### config.mk
export PLATFORM = sky130hd
export DESIGN_NAME = robHeadCounter
export DESIGN_NICKNAME = d
export VERILOG_FILES = /design/src/common/robPkg.sv /design/src/rob/robHeadCounter.sv
export VERILOG_INCLUDE_DIRS = /design/src /design/src/common
export SDC_FILE = /design/constraint.sdc
export NUM_CORES = 1
export LEC_CHECK = 0
export BUFFER_PORTS_ARGS = -buffer_cell sky130_fd_sc_hd__buf_2
export CAP_MARGIN = 15
export CORE_UTILIZATION = 54
export CTS_BUF_LIST = sky130_fd_sc_hd__clkbuf_4 sky130_fd_sc_hd__clkbuf_8
export CTS_CLUSTER_DIAMETER = 150
export DETAILED_ROUTE_END_ITERATION = 8
export GPL_ROUTABILITY_DRIVEN = 0
export GPL_TIMING_DRIVEN = 0
export PLACE_DENSITY = 0.81
export SLEW_MARGIN = 20
export SYNTH_ARGS = -nofsm -noshare
export SYNTH_HDL_FRONTEND = slang
export SYNTH_SLANG_ARGS = --single-unit
### constraint.sdc
create_clock -name clk -period 3.5 [get_ports clk]
set_clock_uncertainty 0.05 [all_clocks]
set_input_delay 0.175 -clock clk [delete_from_list [all_inputs] [get_ports clk]]
set_output_delay 0.175 -clock clk [all_outputs]
set_load 0.02 [all_outputs]
### src/common/rob_defines.svh
`ifndef ROB_DEFINES_SVH
`define ROB_DEFINES_SVH

// reorder buffer geometry
`define ROB_LENGTH 32
`define COMMIT_WIDTH 3
`define WB_WIDTH 3

// sqN carries one bit more than the slot index for wraparound age compares
`define SQN_BITS 6
`define BRID_BITS 8

`endif
### src/common/robPkg.sv
`include "rob_defines.svh"

package robPkg;

    // special handling requested by the execution units
    typedef enum logic [2:0] {
        FLAGS_NONE,
        FLAGS_BRK,
        FLAGS_TRAP,
        FLAGS_EXCEPT,
        FLAGS_FENCE
    } Flags;

    // sequence number, compare ages through the signed difference
    typedef logic [`SQN_BITS-1:0] SqN;

    typedef logic [`BRID_BITS-1:0] BrId;

    typedef struct packed {
        logic valid;
        Flags flags;
        logic [6:0] tag;
        // kept per slot so invalidate can compare ages
        SqN sqN;
        // bit 0 of the pc is always zero and not stored
        logic [30:0] pc;
        logic [5:0] name;
        logic isBranch;
        logic branchTaken;
        BrId branchId;
    } RobEntry;

endpackage

### src/rob/robHeadCounter.sv
`include "rob_defines.svh"

module robHeadCounter (
    input  logic clk,
    input  logic rst,
    input  logic [1:0] commitCount,
    output robPkg::SqN curSqN,
    output robPkg::SqN maxSqN,
    output logic [31:0] retiredCount
);
    import robPkg::*;

    always_ff @(posedge clk) begin
        if (rst) begin
            curSqN <= '0;
            retiredCount <= '0;
        end else begin
            curSqN <= curSqN + SqN'(commitCount);
            retiredCount <= retiredCount + 32'(commitCount);
        end
    end

    // youngest sqN the front end may hand out
    assign maxSqN = curSqN + SqN'(`ROB_LENGTH - 1);

    // commit control only ever retires one lane or all of them
    assert property (@(posedge clk) disable iff (rst) commitCount != 2'd2);

endmodule

==> out/summary.md, run 1 <==
For the finished layout, the period the worst path requires is 2.79 ns. The area growth from synthesis to layout is 20.0%, and the number of flip-flops and latches in the synthesized netlist is 38. Kind of capture point of the worst setup path: a register. Yosys instantiated no cell more often than sky130_fd_sc_hd__dfxtp_1. Count of distinct cell types in the synthesized netlist: 27. The run gives 359 MHz as the achievable frequency. In this run, synthesis inferred 0 flip-flops with an integrated enable.

TritonCTS built the clock tree. The die is 60 microns tall. The tools report the wire length of the first global-routing pass as 6.35 mm. Along the worst path, the maximum fanout reaches 10. In the finished design, the share of the clock period the worst path needs comes to 79.6%. The endpoint of the lowest-slack register-to-register path is retiredCount[26].

Summing the areas of all compound-gate instances in the mapped netlist gives 13.9% of the synthesized area. Max-cap violations in this run came to 0. The H-tree was split into 2 levels. Type of the tightest min-delay check: input pin to register. For this run, asynchronously set or reset flops after synthesis account for 0%. Multiplexer cells account for 0% of the synthesized area. After technology mapping, the gate count stands at 209. For this block, the routed nets add up to 3.83 mm of wire.

The post-placement worst setup slack is 0.694 ns. The nature of the critical path startpoint was a register. The synthesized netlist occupies a cell area of 1820 sq um. The logic depth of the worst register-to-register path was 9; the depth of the worst hold-timing path was 3. After filler insertion, the fill cell instance count of the layout stands at 278.

Data on the critical path arrives at its endpoint at 2.96 ns. The number of gates resized after CTS was 0. The number of input and output port buffers inserted was 46. The core region is 3130 sq um. The logs give 58.1% for the starting utilization of the core area and 0 ns for the setup TNS. The average wire length per cell after detail routing came out at 12.5 microns. The via-per-instance ratio was 5.62. Summed over all cells, the static leakage comes to 0.845 nW. Pin placement for this block handled 48 I/O pins. The part of the Yosys area used for sequential elements is 41.9%. Counting every sink on the clock net gives 38. Counting tap cells, the placed design contains a total of 299 instances. The count of nets left with antenna violations once routing finished came out at 0. Sorting the synthesized cells by area gives the leading types as sky130_fd_sc_hd__dfxtp_1 (42%), sky130_fd_sc_hd__a21oi_1 (6.3%), sky130_fd_sc_hd__or4_1 (6.2%).

The setup slack of the most critical reg-to-reg path is 0.71 ns, and the die width is 60 microns. The tools report the global-route congestion overflow total as 0. Setup repair after global routing left no endpoint under its margin. The worst hold path begins at commitCount[0]. Row count: 20. The type of the worst setup path is register to register. After layout, the worst setup slack is 0.714 ns. The post-synthesis net count was 220.

Detailed placement ended at an HPWL of 2.77 mm. A synthesized cell averages 8.69 sq um. Summing over every cut layer, the via total after detailed routing is 1725.

The transition time at the pin with the least slew margin is 0.499 ns. The biggest area contributor in the post-synthesis netlist is sky130_fd_sc_hd__dfxtp_1. The clock transition at the registers of the reported paths works out to 0.11 ns.

By count the netlist is led by sky130_fd_sc_hd__dfxtp_1 (38), sky130_fd_sc_hd__a21oi_1 (23), sky130_fd_sc_hd__nor2_1 (15), sky130_fd_sc_hd__or4_1 (15), sky130_fd_sc_hd__o31ai_1 (13). The detailed-router iteration count before antenna repair came out at 4. The number of antenna violations at the first check in global routing is 0. The clock insertion delay at the later pin of the skew report was 0.35 ns; the final count of pins violating max slew was 0.

After clock tree synthesis, the flow added hold-fix buffers numbering 0. The count of endpoints failing hold in the final timing report is 0, and the worst slew margin relative to its limit is 66.7%. For hold timing, the worst endpoint is retiredCount[0].

Excluding fillers, the count of instances in the completed layout stands at 307. After clock tree synthesis, the setup repair step added 0 buffers. Antenna diode instance count: 0. Of the total synthesized cell area, the portion taken by XOR and XNOR cells is 8.20%.

The flow ran to the end, and the final reports show no timing, DRC or antenna violations. The share of synthesized cell area in full adder, half adder and majority cells came out at 5.65%. The floorplan step defined a die boundary enclosing 3600 sq um. Dividing total power by cell area gives a power density of 404 nW/um^2. The clock passes through at most 2 buffers. The tools report the maximum VDD drop as 0.327 mV.

During synthesis, Yosys emitted a total of 0 warnings. For this run, design rule violations remaining after detail routing come to 0. The fraction of the core area covered by cells at the end of the flow came out at 69.7%. Required time at the endpoint of the critical path: 3.68 ns.

The startpoint identified for the worst register-to-register timing path is retiredCount[0]. The root buffer selected by CTS was sky130_fd_sc_hd__clkbuf_4. The most used flip-flop cell after synthesis is sky130_fd_sc_hd__dfxtp_1. The overall fraction of global-route tracks in use was 23.2%. After synthesis, the largest area contributor takes up 41.9% of total cell area. The detailed router finished its first iteration with 134 violations.

Entering global routing, the biggest net connects 12 pins. The worst hold margin is 0.131 ns, and the simple logic cell fraction of the synthesized area is 25.7%. The logs give 1420 for the number of global-route vias before repair and 273 for the net count reported at finish. The final count of negative-setup-slack endpoints is 0. The combinational family with the most area after synthesis was simple AND/OR/NAND/NOR gates. Cells with a size suffix above 1 make up 21.7% of the layout. Clock tree synthesis inserted a total of 5 buffers.
-- sequential cells by signal (all words and copies together), names as in the netlist --
register,flops
retiredCount,32
curSqN,6
-- worst max-delay path, stage by stage (launching register included) --
cell and delay (ns):
sky130_fd_sc_hd__dfxtp_1 0.34, sky130_fd_sc_hd__ha_1 0.16, sky130_fd_sc_hd__inv_1 0.05, sky130_fd_sc_hd__fa_1 0.40, sky130_fd_sc_hd__nand3b_2 0.29, sky130_fd_sc_hd__or4_1 0.53
sky130_fd_sc_hd__buf_2 0.19, sky130_fd_sc_hd__clkbuf_1 0.27, sky130_fd_sc_hd__o31ai_1 0.30, sky130_fd_sc_hd__a21oi_1 0.09
-- how the worst max path moves through the flow --
stage                     cells past startpoint  slack, ns               end            start
final                                         9       0.71  retiredCount[26]  retiredCount[0]
after CTS                                     9       0.68  retiredCount[26]  retiredCount[0]
after global routing                          9       0.55  retiredCount[20]  retiredCount[0]
after floorplan                               8       0.78  retiredCount[30]  retiredCount[0]
after detailed placement                      9       0.69  retiredCount[20]  retiredCount[0]
after global placement                        9       0.73  retiredCount[28]  retiredCount[0]
-- per-layer routing --
layer  track usage (%)  share of wire, %  vias to the layer above
li1                  -                 -                      864
met1              30.5                45                      802
met2              37.6                48                       53
met3              4.76               6.5                        6
met4              7.97              0.94                        0
met5                 0                 0                        -
-- where the power goes --
group / internal (W) / switching (W)
registers: 0.000444 / 0.0000117
clock network: 0.000137 / 0.000145
logic: 0.0000547 / 0.0000887
-- layout make-up --
cell class                 instances  area (sq um)  share of cell area, %
multi-input combinational        149           971                   44.5
sequential                        38           761                   34.9
timing repair buffer              46           230                   10.6
clock buffer                       8          78.8                   3.61
tap                               44          55.1                   2.52
buffer                            12          47.5                   2.18
inverter                          10          37.5                   1.72
-- cell families (layout without fill, tap and decap cells) --
family	Yosys count	count (layout)
XOR/XNOR	17	17
buffers and inverters	22	76
AO/OA/AOI/OAI	44	44
adder cells (fa/ha/maj)	7	7
flip-flops	38	38
AND/OR/NAND/NOR	81	81
-- placed cells by master, fill, tap and decap left out --
cell / count
sky130_fd_sc_hd__fa_1: 2
sky130_fd_sc_hd__nand3_1: 7
sky130_fd_sc_hd__dfxtp_1: 38
sky130_fd_sc_hd__buf_2: 48
sky130_fd_sc_hd__nand3b_2: 1
sky130_fd_sc_hd__ha_1: 5
sky130_fd_sc_hd__o21ai_1: 6
sky130_fd_sc_hd__nor2b_1: 5
sky130_fd_sc_hd__clkbuf_1: 9
sky130_fd_sc_hd__xor2_1: 6
sky130_fd_sc_hd__nand4_1: 8
sky130_fd_sc_hd__inv_1: 10
sky130_fd_sc_hd__clkbuf_8: 3
sky130_fd_sc_hd__nor3b_1: 2
sky130_fd_sc_hd__or4_1: 15
sky130_fd_sc_hd__nor4_1: 1
sky130_fd_sc_hd__nor2_1: 15
sky130_fd_sc_hd__buf_1: 1
sky130_fd_sc_hd__a21oi_1: 23
sky130_fd_sc_hd__or3_1: 8
sky130_fd_sc_hd__o31ai_1: 13
sky130_fd_sc_hd__o21ai_0: 2
sky130_fd_sc_hd__nor3_1: 4
sky130_fd_sc_hd__and4_1: 3
sky130_fd_sc_hd__and3_1: 1
sky130_fd_sc_hd__clkbuf_4: 5
sky130_fd_sc_hd__xnor2_1: 11
sky130_fd_sc_hd__nand2_1: 10
sky130_fd_sc_hd__nand4b_1: 1
-- through the flow --
stage	total power [W]	instance area, sq um
final	0.000881	2180
after global routing	0.000916	2180
after CTS	0.000884	2180
after detailed placement	0.000610	2100
after global placement	0.000605	2100
after floorplan	0.000566	1820
(Power assumes the default switching activity.)
==> run 2: changes to the inputs <==
clock period = 2.7 ns   (was 3.5 ns; I/O delays follow)
==> run 2 against run 1 <==
  * Register-to-register slack got worse by 0.60 ns
  * First-iteration DRC count shrank 55%
  * Clock power rose by 3%
  * Critical path depth is 1 lower
  * Die area unchanged
  * Design area rose by 0.46%
  * Global-route usage about the same
  * Sequential share of layout area shrank 0.10 points
  * Sequential power grew 30%
  * Count of clock-buffer cells in the layout down 1
  * Sequential cell count stayed put
  * Critical path type unchanged
  * Largest cell class unchanged
==> out/summary.md, run 2 (synthesis results as in run 1) <==
The tools report the number of global-route vias before repair as 1486 (+4.6%). The maximum VDD drop is 0.365 mV (+12%), and the total vias in the final route is 1706 (-1.1%). Count of buffering cells on the critical path with inverters included: 2 (-1).

The cell that appears most often on the critical path is sky130_fd_sc_hd__or4_4. Net count reported at finish: 273 (unchanged). The tools report the required time at the endpoint of the critical path as 2.93 ns (-0.75 ns).

For the top-level I/O count, the log shows 48 (unchanged). In this run the critical register-to-register path is captured at retiredCount[18]. The run gives 0 (unchanged) as the count of unresolved DRC violations after routing. The fraction of power spent switching nets is 28.4% (+0.58 points), and the number of max-cap violations is 0 (unchanged).

The share of cells above drive strength 1 works out to 24.0% (+2.4 points). TritonCTS built the clock tree. The register share of total power was 55.4% (+3.7 points); the final count of pins violating max slew was 0 (unchanged). STA classifies the critical path startpoint as a register.

The placed wire-length estimate was 2.78 mm (+0.52%); the overall fraction of global-route tracks in use was 23.2% (about the same). The top fanout value on the critical path was 10 (unchanged); the post-detailed-route count of antenna-violating nets was 0 (unchanged). The run gives 66.6% (-0.12 points) as the worst slew margin relative to its limit.

The cell family contributing the most delay on the critical path is simple AND/OR/NAND/NOR gates. Beginning of the critical path: retiredCount[0]. Logic depth of the worst setup path including buffers: 8 (-1). Achievable frequency: 386 MHz (+7.6%). The transition time at the pin with the least slew margin is 0.501 ns (+0.00178 ns). For the clock insertion delay at the later pin of the skew report, the log shows 0.34 ns (about the same). In the final layout, the registers with the most flip-flops are retiredCount (32), curSqN (6). The logs give 0.11 ns (-0.60 ns) for the setup slack of the most critical reg-to-reg path and 2 (unchanged) for the CTS H-tree depth. Walking the worst path, the cells encountered are ha_1 > inv_1 > fa_2 > nand3b_4 > or4_4 > buf_6 > or4_4 > a21oi_2. The number of input and output port buffers inserted was 46 (unchanged); the wire length of the first global-routing pass was 6.33 mm (-0.22%).

The library cell used most frequently in the layout, excluding fill and tap cells, is sky130_fd_sc_hd__buf_2. The combinational share of power was 17.4% (+1.1 points). The die width works out to 60 microns (unchanged).

The die outline area is 3600 sq um (unchanged). The logic depth of the worst register-to-register path was 8 (-1). The detailed-router iteration count before antenna repair came out at 4 (unchanged). For the design internal power, the log shows 0.000765 W (+20%).

The clock sink count was 38 (unchanged); the placeable core region was 3130 sq um (unchanged). The flow ran to the end, and the final reports show no timing, DRC or antenna violations. The buffer count from post-CTS setup fixing is 0 (unchanged), and the fraction of the core area covered by cells at the end of the flow is 70.0% (+0.32 points).

The tools report the data arrival time of the worst path as 2.82 ns (-0.14 ns). Following the worst setup path forward leads to its endpoint at retiredCount[18]. The count of hold-fix buffers inserted at cts was 0 (unchanged). Critical-path cell with the highest stage delay: sky130_fd_sc_hd__or4_4.

The power per cell area is 488 nW/um^2 (+21%), and the proportion of power drawn by the clock network is 27.2% (-4.8 points). Largest stage delay on the critical path: 0.55 ns (+0.02 ns). The final cell count without fillers was 306 (-0.33%); the starting utilization of the core area was 58.1% (unchanged). The run gives 2 (unchanged) as the maximum clock path buffer count. The type of the worst setup path is register to register.

Origin of the critical flop-to-flop path: retiredCount[0]. In the layout the commonest cells are sky130_fd_sc_hd__buf_2 (48), sky130_fd_sc_hd__dfxtp_1 (37), sky130_fd_sc_hd__a21oi_1 (22), sky130_fd_sc_hd__nor2_1 (15), sky130_fd_sc_hd__or4_1 (13). The area growth from synthesis to layout is 20.6%. The power dissipated by switching net loads was 0.000303 W (+24%).

The register with the most flip-flops in the final layout is retiredCount. The vertical die dimension works out to 60 microns (unchanged). The logs give 0 (unchanged) for the count of endpoints failing hold in the final timing report and 0 (unchanged) for the final count of negative-setup-slack endpoints. The row count was 20 (unchanged); the total placed cells including tap cells was 299 (unchanged). The root buffer selected by CTS is sky130_fd_sc_hd__clkbuf_4. Clock transition at the registers of the reported paths: 0.10 ns (about the same). For the antenna diode instance count, the log shows 0 (unchanged).

The average wire length per cell after detail routing works out to 12.7 microns (+1.7%). The number of CTS-inserted buffers was 5 (unchanged). The final critical-path required period was 2.59 ns (-0.198 ns); the ratio of final minimum period to clock period was 95.8% (+16 points).

The tools report the total routed wirelength as 3.88 mm (+1.3%). The type of the tightest min-delay check is input pin to register. The number of flip-flops in the largest register works out to 32 (unchanged).

The global-route congestion overflow total was 0 (unchanged). For the pin count of the biggest net entering global routing, the log shows 11 (-1). The via-per-instance ratio was 5.58 (-0.78%). The leakage dissipation is 0.859 nW (+1.7%), and the violation count after the first detailed-route iteration is 60 (-55%). The number of antenna violations at the first check in global routing is 0 (unchanged). STA classifies the critical path endpoint as a register.
## run 2: changes by cell type in the layout (fill, tap and decap cells not counted), sizes merged
cell	change
buf	+1
clkbuf	-2
## run 2: tightest hold or removal path, stage by stage
cell	delay, ns
sky130_fd_sc_hd__buf_2	0.10
sky130_fd_sc_hd__ha_1	0.12
sky130_fd_sc_hd__nor2b_1	0.10
## run 2: routing by layer
metal,part of all wire [%],global-route usage (%),wire length (microns)
met5,0,0,0
met4,1.1,5.98,41
met3,4.6,6.49,180
met2,48,38.9,1850
met1,47,29.2,1810
## run 2: how the worst min path moves through the flow
stage	from	endpoint	cells past startpoint
2_1_floorplan	commitCount[0]	retiredCount[0]	2
3_3_place_gp	retiredCount[31]	retiredCount[31]	2
3_5_place_dp	retiredCount[23]	retiredCount[23]	2
4_1_cts	commitCount[0]	curSqN[0]	3
5_1_grt	commitCount[0]	curSqN[0]	3
6_report	commitCount[0]	curSqN[0]	3
## run 2: layout make-up
| type | instances | area [sq um] |
|---|---|---|
| inverter | 10 | 37.5 |
| clock buffer | 7 | 52.6 |
| fill | 277 | 937 |
| timing repair buffer | 46 | 230 |
| sequential | 38 | 762 |
| buffer | 12 | 55.1 |
| multi-input combinational | 149 | 998 |
| tap | 44 | 55.1 |
## run 2: through the flow
step / hold WS [ns] / total power (W) / TNS, ns / setup slack (ns) / cell area [sq um]
final: 0.0986 / 0.00107 / 0 / 0.112 / 2190
after global routing: 0.109 / 0.00112 / -0.00460 / -0.00460 / 2190
after CTS: 0.104 / 0.00108 / 0 / 0.0494 / 2170
after detailed placement: 0.433 / 0.000789 / -0.366 / -0.0860 / 2100
after global placement: 0.425 / 0.000785 / -0.211 / -0.0463 / 2100
after floorplan: 0.319 / 0.000734 / 0 / 0.0614 / 1820
## run 2: timing repair
action                                  4_1_cts  5_1_grt
endpoints found under the setup margin        5        5
hold endpoints to repair                      0        0
gates resized for setup                       2        9
pin swaps                                     0        1
## run 2: power groups by stage
stage                     Clock, W  Combinational [W]  Sequential, W
after floorplan                  0           0.000114       0.000620
after global placement           0           0.000182       0.000603
after detailed placement         0           0.000186       0.000603
after CTS                 0.000297           0.000187       0.000592
after global routing      0.000324           0.000206       0.000594
final                     0.000291           0.000186       0.000592
