[config.mk]
export PLATFORM = sky130hd
export DESIGN_NAME = robCommitCtrl
export DESIGN_NICKNAME = d
export VERILOG_FILES = /design/src/common/robPkg.sv /design/src/rob/robCommitCtrl.sv
export VERILOG_INCLUDE_DIRS = /design/src /design/src/common
export SDC_FILE = /design/constraint.sdc
export NUM_CORES = 1
export LEC_CHECK = 0
export BUFFER_PORTS_ARGS = -buffer_cell sky130_fd_sc_hd__buf_4
export CORE_AREA = 2 2 202 204
export DETAILED_ROUTE_END_ITERATION = 6
export DIE_AREA = 0 0 204 206
export PLACE_DENSITY = 0.59
export SLEW_MARGIN = 30
export SYNTH_ARGS = -nofsm -noshare
export SYNTH_HDL_FRONTEND = slang
export SYNTH_SLANG_ARGS = --single-unit
[constraint.sdc]
create_clock -name clk -period 7.4 [get_ports clk]
set_input_delay 0.74 -clock clk [delete_from_list [all_inputs] [get_ports clk]]
set_output_delay 0.74 -clock clk [all_outputs]
set_load 0.005 [all_outputs]
[src/common/rob_defines.svh]
`ifndef ROB_DEFINES_SVH
`define ROB_DEFINES_SVH

// reorder buffer geometry
`define ROB_LENGTH 32
`define COMMIT_WIDTH 3
`define WB_WIDTH 3

// sqN carries one bit more than the slot index for wraparound age compares
`define SQN_BITS 6
`define BRID_BITS 8

`endif
[src/common/robPkg.sv]
`include "rob_defines.svh"

package robPkg;

    // special handling requested by the execution units
    typedef enum logic [2:0] {
        FLAGS_NONE,
        FLAGS_BRK,
        FLAGS_TRAP,
        FLAGS_EXCEPT,
        FLAGS_FENCE
    } Flags;

    // sequence number, compare ages through the signed difference
    typedef logic [`SQN_BITS-1:0] SqN;

    typedef logic [`BRID_BITS-1:0] BrId;

    typedef struct packed {
        logic valid;
        Flags flags;
        logic [6:0] tag;
        // kept per slot so invalidate can compare ages
        SqN sqN;
        // bit 0 of the pc is always zero and not stored
        logic [30:0] pc;
        logic [5:0] name;
        logic isBranch;
        logic branchTaken;
        BrId branchId;
    } RobEntry;

endpackage

[src/rob/robCommitCtrl.sv]
`include "rob_defines.svh"

module robCommitCtrl (
    input  logic clk,
    input  logic rst,
    input  logic invalidate,
    input  logic [31:0] irqAddr,
    input  robPkg::SqN curSqN,

    input  logic headValid [`COMMIT_WIDTH],
    input  robPkg::Flags headFlags [`COMMIT_WIDTH],
    input  logic [5:0] headName [`COMMIT_WIDTH],
    input  logic [6:0] headTag [`COMMIT_WIDTH],
    input  logic [31:0] headPc [`COMMIT_WIDTH],
    input  logic headIsBranch [`COMMIT_WIDTH],
    input  logic headBranchTaken [`COMMIT_WIDTH],
    input  robPkg::BrId headBranchId [`COMMIT_WIDTH],

    output logic [1:0] commitCount,

    output logic comValid [`COMMIT_WIDTH],
    output robPkg::SqN comSqN [`COMMIT_WIDTH],
    output logic [5:0] comName [`COMMIT_WIDTH],
    output logic [6:0] comTag [`COMMIT_WIDTH],
    output logic [31:0] comPc [`COMMIT_WIDTH],
    output logic comIsBranch [`COMMIT_WIDTH],
    output logic comBranchTaken [`COMMIT_WIDTH],
    output robPkg::BrId comBranchId [`COMMIT_WIDTH],

    output logic redirectValid,
    output logic [31:0] redirectPc,
    output robPkg::SqN redirectSqN,
    output logic halt,
    output logic fence,
    output robPkg::Flags irqFlags,
    output logic [31:0] irqSrc,
    output logic [31:0] irqMemAddr
);
    import robPkg::*;

    logic tripleOk;
    logic flagged;
    logic isIrq;
    logic [5:0] lane0Name;

    always_comb begin
        tripleOk = !headIsBranch[1] && !headIsBranch[2];
        for (int i = 0; i < `COMMIT_WIDTH; i++) begin
            if (!headValid[i] || headFlags[i] != FLAGS_NONE) begin
                tripleOk = 1'b0;
            end
        end
        // nothing retires while a mispredict is being squashed
        if (invalidate) begin
            commitCount = 2'd0;
        end else if (tripleOk) begin
            commitCount = 2'd3;
        end else if (headValid[0]) begin
            commitCount = 2'd1;
        end else begin
            commitCount = 2'd0;
        end
    end

    // flag actions only ever happen on a single commit
    assign flagged = (commitCount == 2'd1) && (headFlags[0] != FLAGS_NONE);
    assign isIrq = (headFlags[0] == FLAGS_TRAP) || (headFlags[0] == FLAGS_EXCEPT);

    // ebreak and faulting ops must not write their destination
    assign lane0Name = (flagged && (headFlags[0] == FLAGS_BRK || headFlags[0] == FLAGS_EXCEPT))
        ? 6'd0 : headName[0];

    always_ff @(posedge clk) begin
        if (rst) begin
            for (int i = 0; i < `COMMIT_WIDTH; i++) begin
                comValid[i] <= 1'b0;
            end
            redirectValid <= 1'b0;
            halt <= 1'b0;
            fence <= 1'b0;
        end else begin
            for (int i = 0; i < `COMMIT_WIDTH; i++) begin
                comValid[i] <= i < int'(commitCount);
            end
            redirectValid <= flagged;
            halt <= flagged && headFlags[0] == FLAGS_BRK;
            fence <= flagged && headFlags[0] == FLAGS_FENCE;
        end
    end

    always_ff @(posedge clk) begin
        for (int i = 0; i < `COMMIT_WIDTH; i++) begin
            if (i < int'(commitCount)) begin
                comSqN[i] <= curSqN + SqN'(i);
                comName[i] <= (i == 0) ? lane0Name : headName[i];
                comTag[i] <= headTag[i];
                comPc[i] <= headPc[i];
                comIsBranch[i] <= headIsBranch[i];
                comBranchTaken[i] <= headBranchTaken[i];
                comBranchId[i] <= headBranchId[i];
            end
        end
        if (flagged) begin
            redirectSqN <= curSqN;
            // brk and fence resume at the next instruction
            redirectPc <= isIrq ? irqAddr : headPc[0] + 32'd4;
        end
        if (flagged && isIrq) begin
            irqFlags <= headFlags[0];
            irqSrc <= headPc[0];
            // faulting address segment travels in the name and branch fields
            irqMemAddr <= {7'b0, headName[0], headBranchTaken[0], headBranchId[0], 10'b0};
        end
    end

endmodule

==> results.cfg, run 1 <==
[pwr]
clockPowerShare_pct = 42.1
sequential_power_share_pct = 50.6
power.static_leakage_nw = 5.87
power_density_mw_per_mm2 = 237
netSwitchingPower_w = 0.000746
power.internal_w = 0.00279
power.ir.vdd_worst_mv = 0.189
power.share.combinational_pct = 7.2
switching_share_pct = 21.1

[synthesis]
synth_ff_type = sky130_fd_sc_hd__edfxtp_1
sequential_area_share_after_synthesis_pct = 86.4
synthDominantCellAreaShare_pct = 85.1
syn-mean-instance-area_um2 = 19.6
synth.ff_latch_count = 277
synth_warnings = 0
netlist_area_mm2 = 0.00956
post-synth-top-count-cell = sky130_fd_sc_hd__edfxtp_1
postSynthCellCount = 487
synthDistinctLibCells = 27
synth_async_sr_flop_share_pct = 0
netlist_top_cells_count = sky130_fd_sc_hd__edfxtp_1, sky130_fd_sc_hd__nand2_1, sky130_fd_sc_hd__xor2_1
yosys.area.top_type = sky130_fd_sc_hd__edfxtp_1
synth-edff-count = 271
yosys-top-cells-area = sky130_fd_sc_hd__edfxtp_1, sky130_fd_sc_hd__xor2_1, sky130_fd_sc_hd__buf_4, sky130_fd_sc_hd__dfxtp_1, sky130_fd_sc_hd__nand2_1

[finish]
final_cell_count_no_fill = 1571
area_growth_pct = 56.0
drive_above_1_share_pct = 54.3
fillCellCount = 3872
nets_final = 1234

[timing]
finalMaxSlewViolations = 0
grt_setup_unrepaired = false
totalNegativeSetupSlack_ns = 0
setup_violations = 0
post-route-period-util_pct = 39.1
fmaxAchievable_mhz = 346
period_needed_ns = 2.89
tightest_slew_margin_relative_to_the_limit_pct = 37.1
actual_transition_at_the_worst_max_transition_pin_ns = 0.936
hold_violations_final = 0

[setup_path]
cp_data_arrival_time_ns = 2.15
crit_path_top_delay_cell = sky130_fd_sc_hd__nor3_1
path_class = in -> out
worst_setup_path_end_kind = primary output
crit_path_start_kind = input pin
crit_path_max_fanout = 5
critical-path-top-delay-family = simple AND/OR/NAND/NOR gates
cp_cell_sequence = buf_4 -> nor3_1 -> and4_2 -> buf_4
crit_path_frequent_cell = sky130_fd_sc_hd__buf_4
worstPathRequired_ns = 6.66
cpPeakStageDelay_ns = 0.76
critical_path.n_buffers_inverters = 2

[clock_network]
hold_buffers = 0
cts_max_path_buffers = 3
post_cts_resize_count = 0
ctsRootBufferMaster = sky130_fd_sc_hd__clkbuf_16
cts_buffers = 31
cts_num_sinks = 277
cts.repair_timing.setup_buffer_count = 0
cts_tree = done
clock_edge_transition_at_the_registers_on_the_reported_setup_and_hold_paths_ns = 0.06
cts-htree-levels = 1

[detailed_routing]
vias_per_cell = 4.06
dr.first_iter.drc_count = 207
dr_total_vias = 6380
ant_nets = 0
detail_route.wirelength_mm = 30.8
detail_route.drc_violations = 0
wl_per_cell_um = 19.6
firstDrtPassIters = 6

[status]
run_status = finished clean

[global_routing]
grt_antenna_before_repair = 4
grt_max_degree = 64
first_global_vias = 6412
grt_use_total_pct = 13.6
grt_overflow_total = 0
grt_first_pass_wirelength_mm = 42.0

[place]
routabilityCongestion = 0.770
place_inst = 1511
dpl.hpwl_mm = 23.4
number_of_port_buffers = 496

[floorplan]
rows = 74
die_width_um = 204
dieArea_mm2 = 0.0420
core-area_mm2 = 0.0402
design.portCount = 514
initial_core_util_pct = 23.8
fp.dieH_um = 206

[flow_run]
timing.max_cap.violations = 0

[hold_path]
min_path_type = in -> reg
[registers in the layout, summed over array words and instances (netlist names)]
name	flops
comIsBranch	3
comName	18
comValid	3
irqMemAddr	15
comBranchTaken	3
comTag	21
redirectValid	1
irqSrc	32
redirectPc	32
halt	1
comPc	96
irqFlags	3
comBranchId	24
comSqN	18
redirectSqN	6
fence	1
[stage by stage]
step           setup slack (ns)  cell area, µm²  total power [W]  utilization (%)  hold slack, ns
3_3_place_gp               4.34           13900          0.00208             34.6           0.919
2_1_floorplan              3.97            9620          0.00188                -           0.812
4_1_cts                    4.57           14900          0.00359             37.1           0.307
5_1_grt                    4.48           14900          0.00366             37.1           0.315
3_5_place_dp               4.35           13900          0.00209             34.6           0.919
6_report                   4.51           14900          0.00354             37.1           0.345
[per-layer routing]
metal	global-route usage (%)	up-vias	part of all wire [%]	wire length (µm)
met2	25.2	341	53	16300
met1	14.3	3125	35	10700
met4	4.35	4	1.8	547
li1	-	2873	-	-
met5	0	-	0.10	31
met3	4.89	37	10	3180
[area by class of cell]
class,instances,area (µm²),share of cell area [%]
Clock inverter,21,188,1.26
Inverter,5,20.0,0.134
Antenna cell,2,5.00,0.0335
Timing Repair Buffer,504,3800,25.4
Multi-Input combinational cell,194,1190,8.01
Clock buffer,36,795,5.32
Tap cell,532,666,4.46
Sequential cell,277,8260,55.3
[path summary, 6_finish.rpt]
path | start | to | slack (ns) | cells past startpoint
max | headFlags[7] | commitCount[1] | 4.51 | 4
min | headPc[35] | comPc[35]$_DFFE_PP_ | 0.35 | 1
[logic make-up after synthesis]
kind of cell	share of synthesized area, %
AO/OA/AOI/OAI	1.47
XOR/XNOR	3.21
adder cells (fa/ha/maj)	0.393
buffers and inverters	1.98
flip-flops	86.4
multiplexers	0.471
other	0.0392
AND/OR/NAND/NOR	6.10
[power groups by stage]
stage | clock network, W | logic, W | registers (W)
5_1_grt | 0.00159 | 0.000278 | 0.00180
2_1_floorplan | 0 | 0.0000499 | 0.00183
4_1_cts | 0.00154 | 0.000261 | 0.00179
3_5_place_dp | 0 | 0.000261 | 0.00183
3_3_place_gp | 0 | 0.000257 | 0.00182
6_report | 0.00149 | 0.000256 | 0.00179
[layout by cell type, fill, tap and decap left out, types with 2 or more instances in the layout]
master                       count
sky130_fd_sc_hd__buf_4         503
sky130_fd_sc_hd__edfxtp_1      271
sky130_fd_sc_hd__nand2_1        32
sky130_fd_sc_hd__clkbuf_16      31
sky130_fd_sc_hd__xor2_1         25
sky130_fd_sc_hd__nand3_1        23
sky130_fd_sc_hd__o21ai_0        20
sky130_fd_sc_hd__conb_1         17
sky130_fd_sc_hd__nand4_1        11
sky130_fd_sc_hd__xnor2_1        10
sky130_fd_sc_hd__clkinv_2        9
sky130_fd_sc_hd__o21ai_1         8
sky130_fd_sc_hd__nor2b_1         8
sky130_fd_sc_hd__nor2_1          7
sky130_fd_sc_hd__and3_1          6
sky130_fd_sc_hd__clkinv_1        6
sky130_fd_sc_hd__dfxtp_1         6
sky130_fd_sc_hd__clkbuf_1        5
sky130_fd_sc_hd__inv_1           4
sky130_fd_sc_hd__and2_1          4
sky130_fd_sc_hd__mux2_2          4
sky130_fd_sc_hd__nor3_1          3
sky130_fd_sc_hd__ha_1            3
sky130_fd_sc_hd__bufinv_16       3
sky130_fd_sc_hd__diode_2         2
sky130_fd_sc_hd__nor4b_1         2
sky130_fd_sc_hd__and4_2          2
sky130_fd_sc_hd__nor4_4          2
sky130_fd_sc_hd__nor3b_1         2
sky130_fd_sc_hd__clkinvlp_4      2
Power figures use the tool's default switching activity.
==> inputs of run 2 (changes only) <==
- PLACE_DENSITY: 0.59 -> 0.61
- clock period: 7.4 -> 2.3 ns (I/O delays scaled with it)
==> results.cfg, run 2 (same netlist as run 1, synthesis figures left out) <==
[status]
run_status = finished clean

[pwr]
power.ir.vdd_worst_mv = 0.575
power.total_w = 0.0114
switching_share_pct = 21.2
power.share.combinational_pct = 10.0
power.static_leakage_nw = 6.81
power_density_mw_per_mm2 = 664
power.internal_w = 0.00895
netSwitchingPower_w = 0.00241
sequential_power_share_pct = 50.8
clockPowerShare_pct = 39.2

[clock_network]
cts_max_path_buffers = 3
cts_num_sinks = 277
cts-htree-levels = 1
cts_buffers = 31
clock_edge_transition_at_the_registers_on_the_reported_setup_and_hold_paths_ns = 0.06
ctsRootBufferMaster = sky130_fd_sc_hd__clkbuf_16
cts_tree = done

[global_routing]
grt_antenna_before_repair = 4
grt_max_degree = 62
first_global_vias = 7587
grt_use_total_pct = 14.2
grt_overflow_total = 0
grt_first_pass_wirelength_mm = 44.9

[finish]
largest_register_ffs = 96
layout_commonest_cell = sky130_fd_sc_hd__buf_4
final_cell_count_no_fill = 1790
drive_above_1_share_pct = 46.0
reg_top3 = comPc (96), irqSrc (32), redirectPc (32)
most-common-layout-cells = sky130_fd_sc_hd__buf_4, sky130_fd_sc_hd__edfxtp_1, sky130_fd_sc_hd__dlygate4sd3_1, sky130_fd_sc_hd__nand2_1, sky130_fd_sc_hd__clkbuf_16
fillCellCount = 3613
top_register = comPc
area_growth_pct = 79.0
nets_final = 1454

[setup_path]
cpPeakStageDelay_ns = 0.54
cp_cell_sequence = dlygate4sd3_1 -> buf_4 -> nor4b_2 -> and4_4 -> buf_4
worstPathRequired_ns = 2.07
worst_setup_path_end_kind = primary output
crit_path_start = headIsBranch[1]
crit_path_start_kind = input pin
cp_data_arrival_time_ns = 1.91
crit_path_frequent_cell = sky130_fd_sc_hd__buf_4
path_class = in -> out
crit_path_max_fanout = 11
crit_path_top_delay_cell = sky130_fd_sc_hd__dlygate4sd3_1

[floorplan]
design.portCount = 514
rows = 74
dieArea_mm2 = 0.0420
initial_core_util_pct = 23.8
fp.dieH_um = 206
core-area_mm2 = 0.0402
die_width_um = 204

[detailed_routing]
detail_route.wirelength_mm = 32.2
dr.first_iter.drc_count = 283
vias_per_cell = 4.01
wl_per_cell_um = 18.0
firstDrtPassIters = 4
detail_route.drc_violations = 0
dr_total_vias = 7176
ant_nets = 0

[timing]
tightest_slew_margin_relative_to_the_limit_pct = 47.8
actual_transition_at_the_worst_max_transition_pin_ns = 0.772
grt_setup_unrepaired = false
totalNegativeSetupSlack_ns = 0
fmaxAchievable_mhz = 467
period_needed_ns = 2.14
hold_violations_final = 0
finalMaxSlewViolations = 0
setup_violations = 0
post-route-period-util_pct = 93.2

[flow_run]
timing.max_cap.violations = 0

[hold_path]
min_path_cells = 3
min_path_type = in -> reg
worstHoldStart = headFlags[2]

[place]
number_of_port_buffers = 496
dpl.hpwl_mm = 23.4
place_inst = 1523
routabilityCongestion = 0.787
[run 2: critical path: cells and delay by family]
family                 cells  cell delay [ns]
AND/OR/NAND/NOR            2             0.84
buffers and inverters      3             0.84
[run 2: layout make-up]
type / instances / area [µm²] / area share [%]
well taps: 532 / 666 / 3.89
clock inverters: 15 / 80.1 / 0.468
repair buffers: 723 / 6050 / 35.3
flip-flops and latches: 277 / 8260 / 48.2
diodes: 3 / 7.51 / 0.0438
clock buffers: 40 / 830 / 4.85
inverters: 5 / 20.0 / 0.117
multi-input cells: 195 / 1210 / 7.08
[run 2: timing repair]
item / 4_1_cts / 5_1_grt
buffers inserted: 0 / 0
hold buffers: 208 / 0
endpoints found under the setup margin: 0 / 1
resized for setup: 0 / 1
hold endpoints to repair: 268 / 0
[run 2: power by group through the flow]
stage	Combinational, W	Sequential [W]	Clock (W)
floorplan	0.000161	0.00589	0
global placement	0.000842	0.00587	0
detailed placement	0.000853	0.00587	0
CTS	0.00115	0.00577	0.00457
global route	0.00122	0.00578	0.00474
finish	0.00114	0.00577	0.00445
[run 2: worst paths after layout]
| path | end | slack [ns] |
|---|---|---|
| hold / removal | comPc[42]$_DFFE_PP_ | 0.21 |
| setup / recovery | commitCount[1] | 0.16 |
[run 2: stage by stage]
stage / worst slack (ns) / hold slack (ns) / instance area, µm² / utilization (%)
after CTS: 0.0582 / 0.235 / 17100 / 42.5
final: 0.157 / 0.215 / 17100 / 42.6
after floorplan: 0.214 / 0.302 / 9630 / -
after global placement: 0.398 / 0.408 / 14100 / 35.1
after detailed placement: 0.329 / 0.409 / 14100 / 35.1
after global routing: 0.0538 / 0.205 / 17100 / 42.6
[run 2: routing by layer]
layer / global-route usage, % / routed length (µm) / vias up
met1: 15.2 / 11600 / 3442
li1: - / - / 3316
met4: 4.09 / 696 / 2
met2: 27.4 / 17300 / 360
met3: 3.63 / 2590 / 56
met5: 0 / 13 / -
==> inputs of run 3 (changes only) <==
- CORE_AREA: 2 2 202 204 -> 2 2 199 201
- DIE_AREA: 0 0 204 206 -> 0 0 201 203
- PLACE_DENSITY: 0.61 -> 0.62
==> results.cfg, run 3 (same netlist as run 1, synthesis figures left out) <==
[status]
run_status = finished clean

[detailed_routing]
vias_per_cell = 4.13
detail_route.drc_violations = 0
ant_nets = 0
firstDrtPassIters = 7
dr_total_vias = 7317
dr.first_iter.drc_count = 362
detail_route.wirelength_mm = 34.5
wl_per_cell_um = 19.5

[setup_path]
crit_path_max_fanout = 19
worst_setup_path_end_kind = primary output
worstPathRequired_ns = 2.07
cp_data_arrival_time_ns = 2.01
path_class = in -> out
crit_path_start = headFlags[7]
crit_path_start_kind = input pin

[floorplan]
dieArea_mm2 = 0.0408
core-area_mm2 = 0.0385
initial_core_util_pct = 24.9
die_width_um = 201
design.portCount = 514
fp.dieH_um = 203
rows = 72

[finish]
top_register = comPc
nets_final = 1450
largest_register_ffs = 96
area_growth_pct = 78.9
layout_commonest_cell = sky130_fd_sc_hd__buf_4
drive_above_1_share_pct = 45.7
final_cell_count_no_fill = 1772
most-common-layout-cells = sky130_fd_sc_hd__buf_4, sky130_fd_sc_hd__edfxtp_1, sky130_fd_sc_hd__dlygate4sd3_1, sky130_fd_sc_hd__nand2_1, sky130_fd_sc_hd__clkbuf_16
finalCoreUtilization_pct = 44.5
sequential_cell_area_mm2 = 0.00826
reg_top3 = comPc (96), irqSrc (32), redirectPc (32)
multiInputGateArea_mm2 = 0.00120
fillCellCount = 3329

[clock_network]
clock_edge_transition_at_the_registers_on_the_reported_setup_and_hold_paths_ns = 0.06
ctsRootBufferMaster = sky130_fd_sc_hd__clkbuf_16
cts_buffers = 31
cts_num_sinks = 277
cts_max_path_buffers = 3
cts_tree = done
cts-htree-levels = 1

[timing]
tightest_slew_margin_relative_to_the_limit_pct = 61.4
period_needed_ns = 2.24
totalNegativeSetupSlack_ns = 0
actual_transition_at_the_worst_max_transition_pin_ns = 0.571
hold_violations_final = 0
setup_violations = 0
grt_setup_unrepaired = false
fmaxAchievable_mhz = 447
finalMaxSlewViolations = 0
post-route-period-util_pct = 97.3

[pwr]
power.static_leakage_nw = 6.81
power.ir.vdd_worst_mv = 0.485
power_density_mw_per_mm2 = 686

[global_routing]
first_global_vias = 7920
grt_first_pass_wirelength_mm = 49.7
grt_antenna_before_repair = 2
grt_max_degree = 60
grt_overflow_total = 0
grt_use_total_pct = 16.2

[hold_path]
min_path_type = in -> reg
worstHoldStart = irqAddr[31]

[place]
routabilityCongestion = 0.902
number_of_port_buffers = 496
place_inst = 1508
dpl.hpwl_mm = 24.5

[flow_run]
timing.max_cap.violations = 0
-- run 3: path summary, 6_finish.rpt --
kind | end | slack, ns | cells past startpoint
min | redirectPc[31]$_DFFE_PP_ | 0.04 | 3
max | commitCount[1] | 0.06 | 7
-- run 3: layer usage --
layer / wire length, µm / vias to the layer above / GRT usage [%]
met5: 0 / - / 0
met4: 668 / 0 / 4.63
met3: 2690 / 44 / 4.13
met2: 18900 / 374 / 31.3
met1: 12200 / 3582 / 17.3
li1: - / 3317 / -
-- run 3: what timing repair did --
action | in CTS | in global routing
gates resized for setup | 0 | 2
endpoints found under the setup margin | 0 | 1
hold endpoints to repair | 269 | 0
hold buffers | 206 | 0
buffers inserted | 0 | 0
-- run 3: critical path, cell delays in order --
cell and delay [ns]:
sky130_fd_sc_hd__dlygate4sd3_1 0.55, sky130_fd_sc_hd__buf_4 0.16, sky130_fd_sc_hd__nor3_1 0.23, sky130_fd_sc_hd__buf_4 0.19, sky130_fd_sc_hd__and4_2 0.26, sky130_fd_sc_hd__buf_6 0.23
sky130_fd_sc_hd__buf_4 0.15
-- run 3: cell type report --
type / count / area share (%)
timing repair buffer: 720 / 35.1
clock buffer: 37 / 4.66
antenna: 3 / 0.0439
multi-input combinational: 194 / 7.02
tap: 518 / 3.79
clock inverter: 18 / 1.05
inverter: 5 / 0.117
sequential: 277 / 48.3
-- run 3: power by group --
part / total (W) / switching, W / internal, W
Combinational: 0.00115 / 0.000452 / 0.000701
Clock: 0.00481 / 0.00200 / 0.00281
Sequential: 0.00577 / 0.0000470 / 0.00572
-- run 3: per-stage QoR --
stage | setup WS [ns] | total power, W | area (µm²) | hold slack, ns
CTS | 0.0205 | 0.0119 | 17100 | 0.0163
floorplan | 0.214 | 0.00605 | 9630 | 0.302
detailed placement | 0.346 | 0.00673 | 14100 | 0.409
global route | 0.0106 | 0.0122 | 17100 | 0.0375
global placement | 0.374 | 0.00672 | 14100 | 0.409
finish | 0.0616 | 0.0117 | 17100 | 0.0395
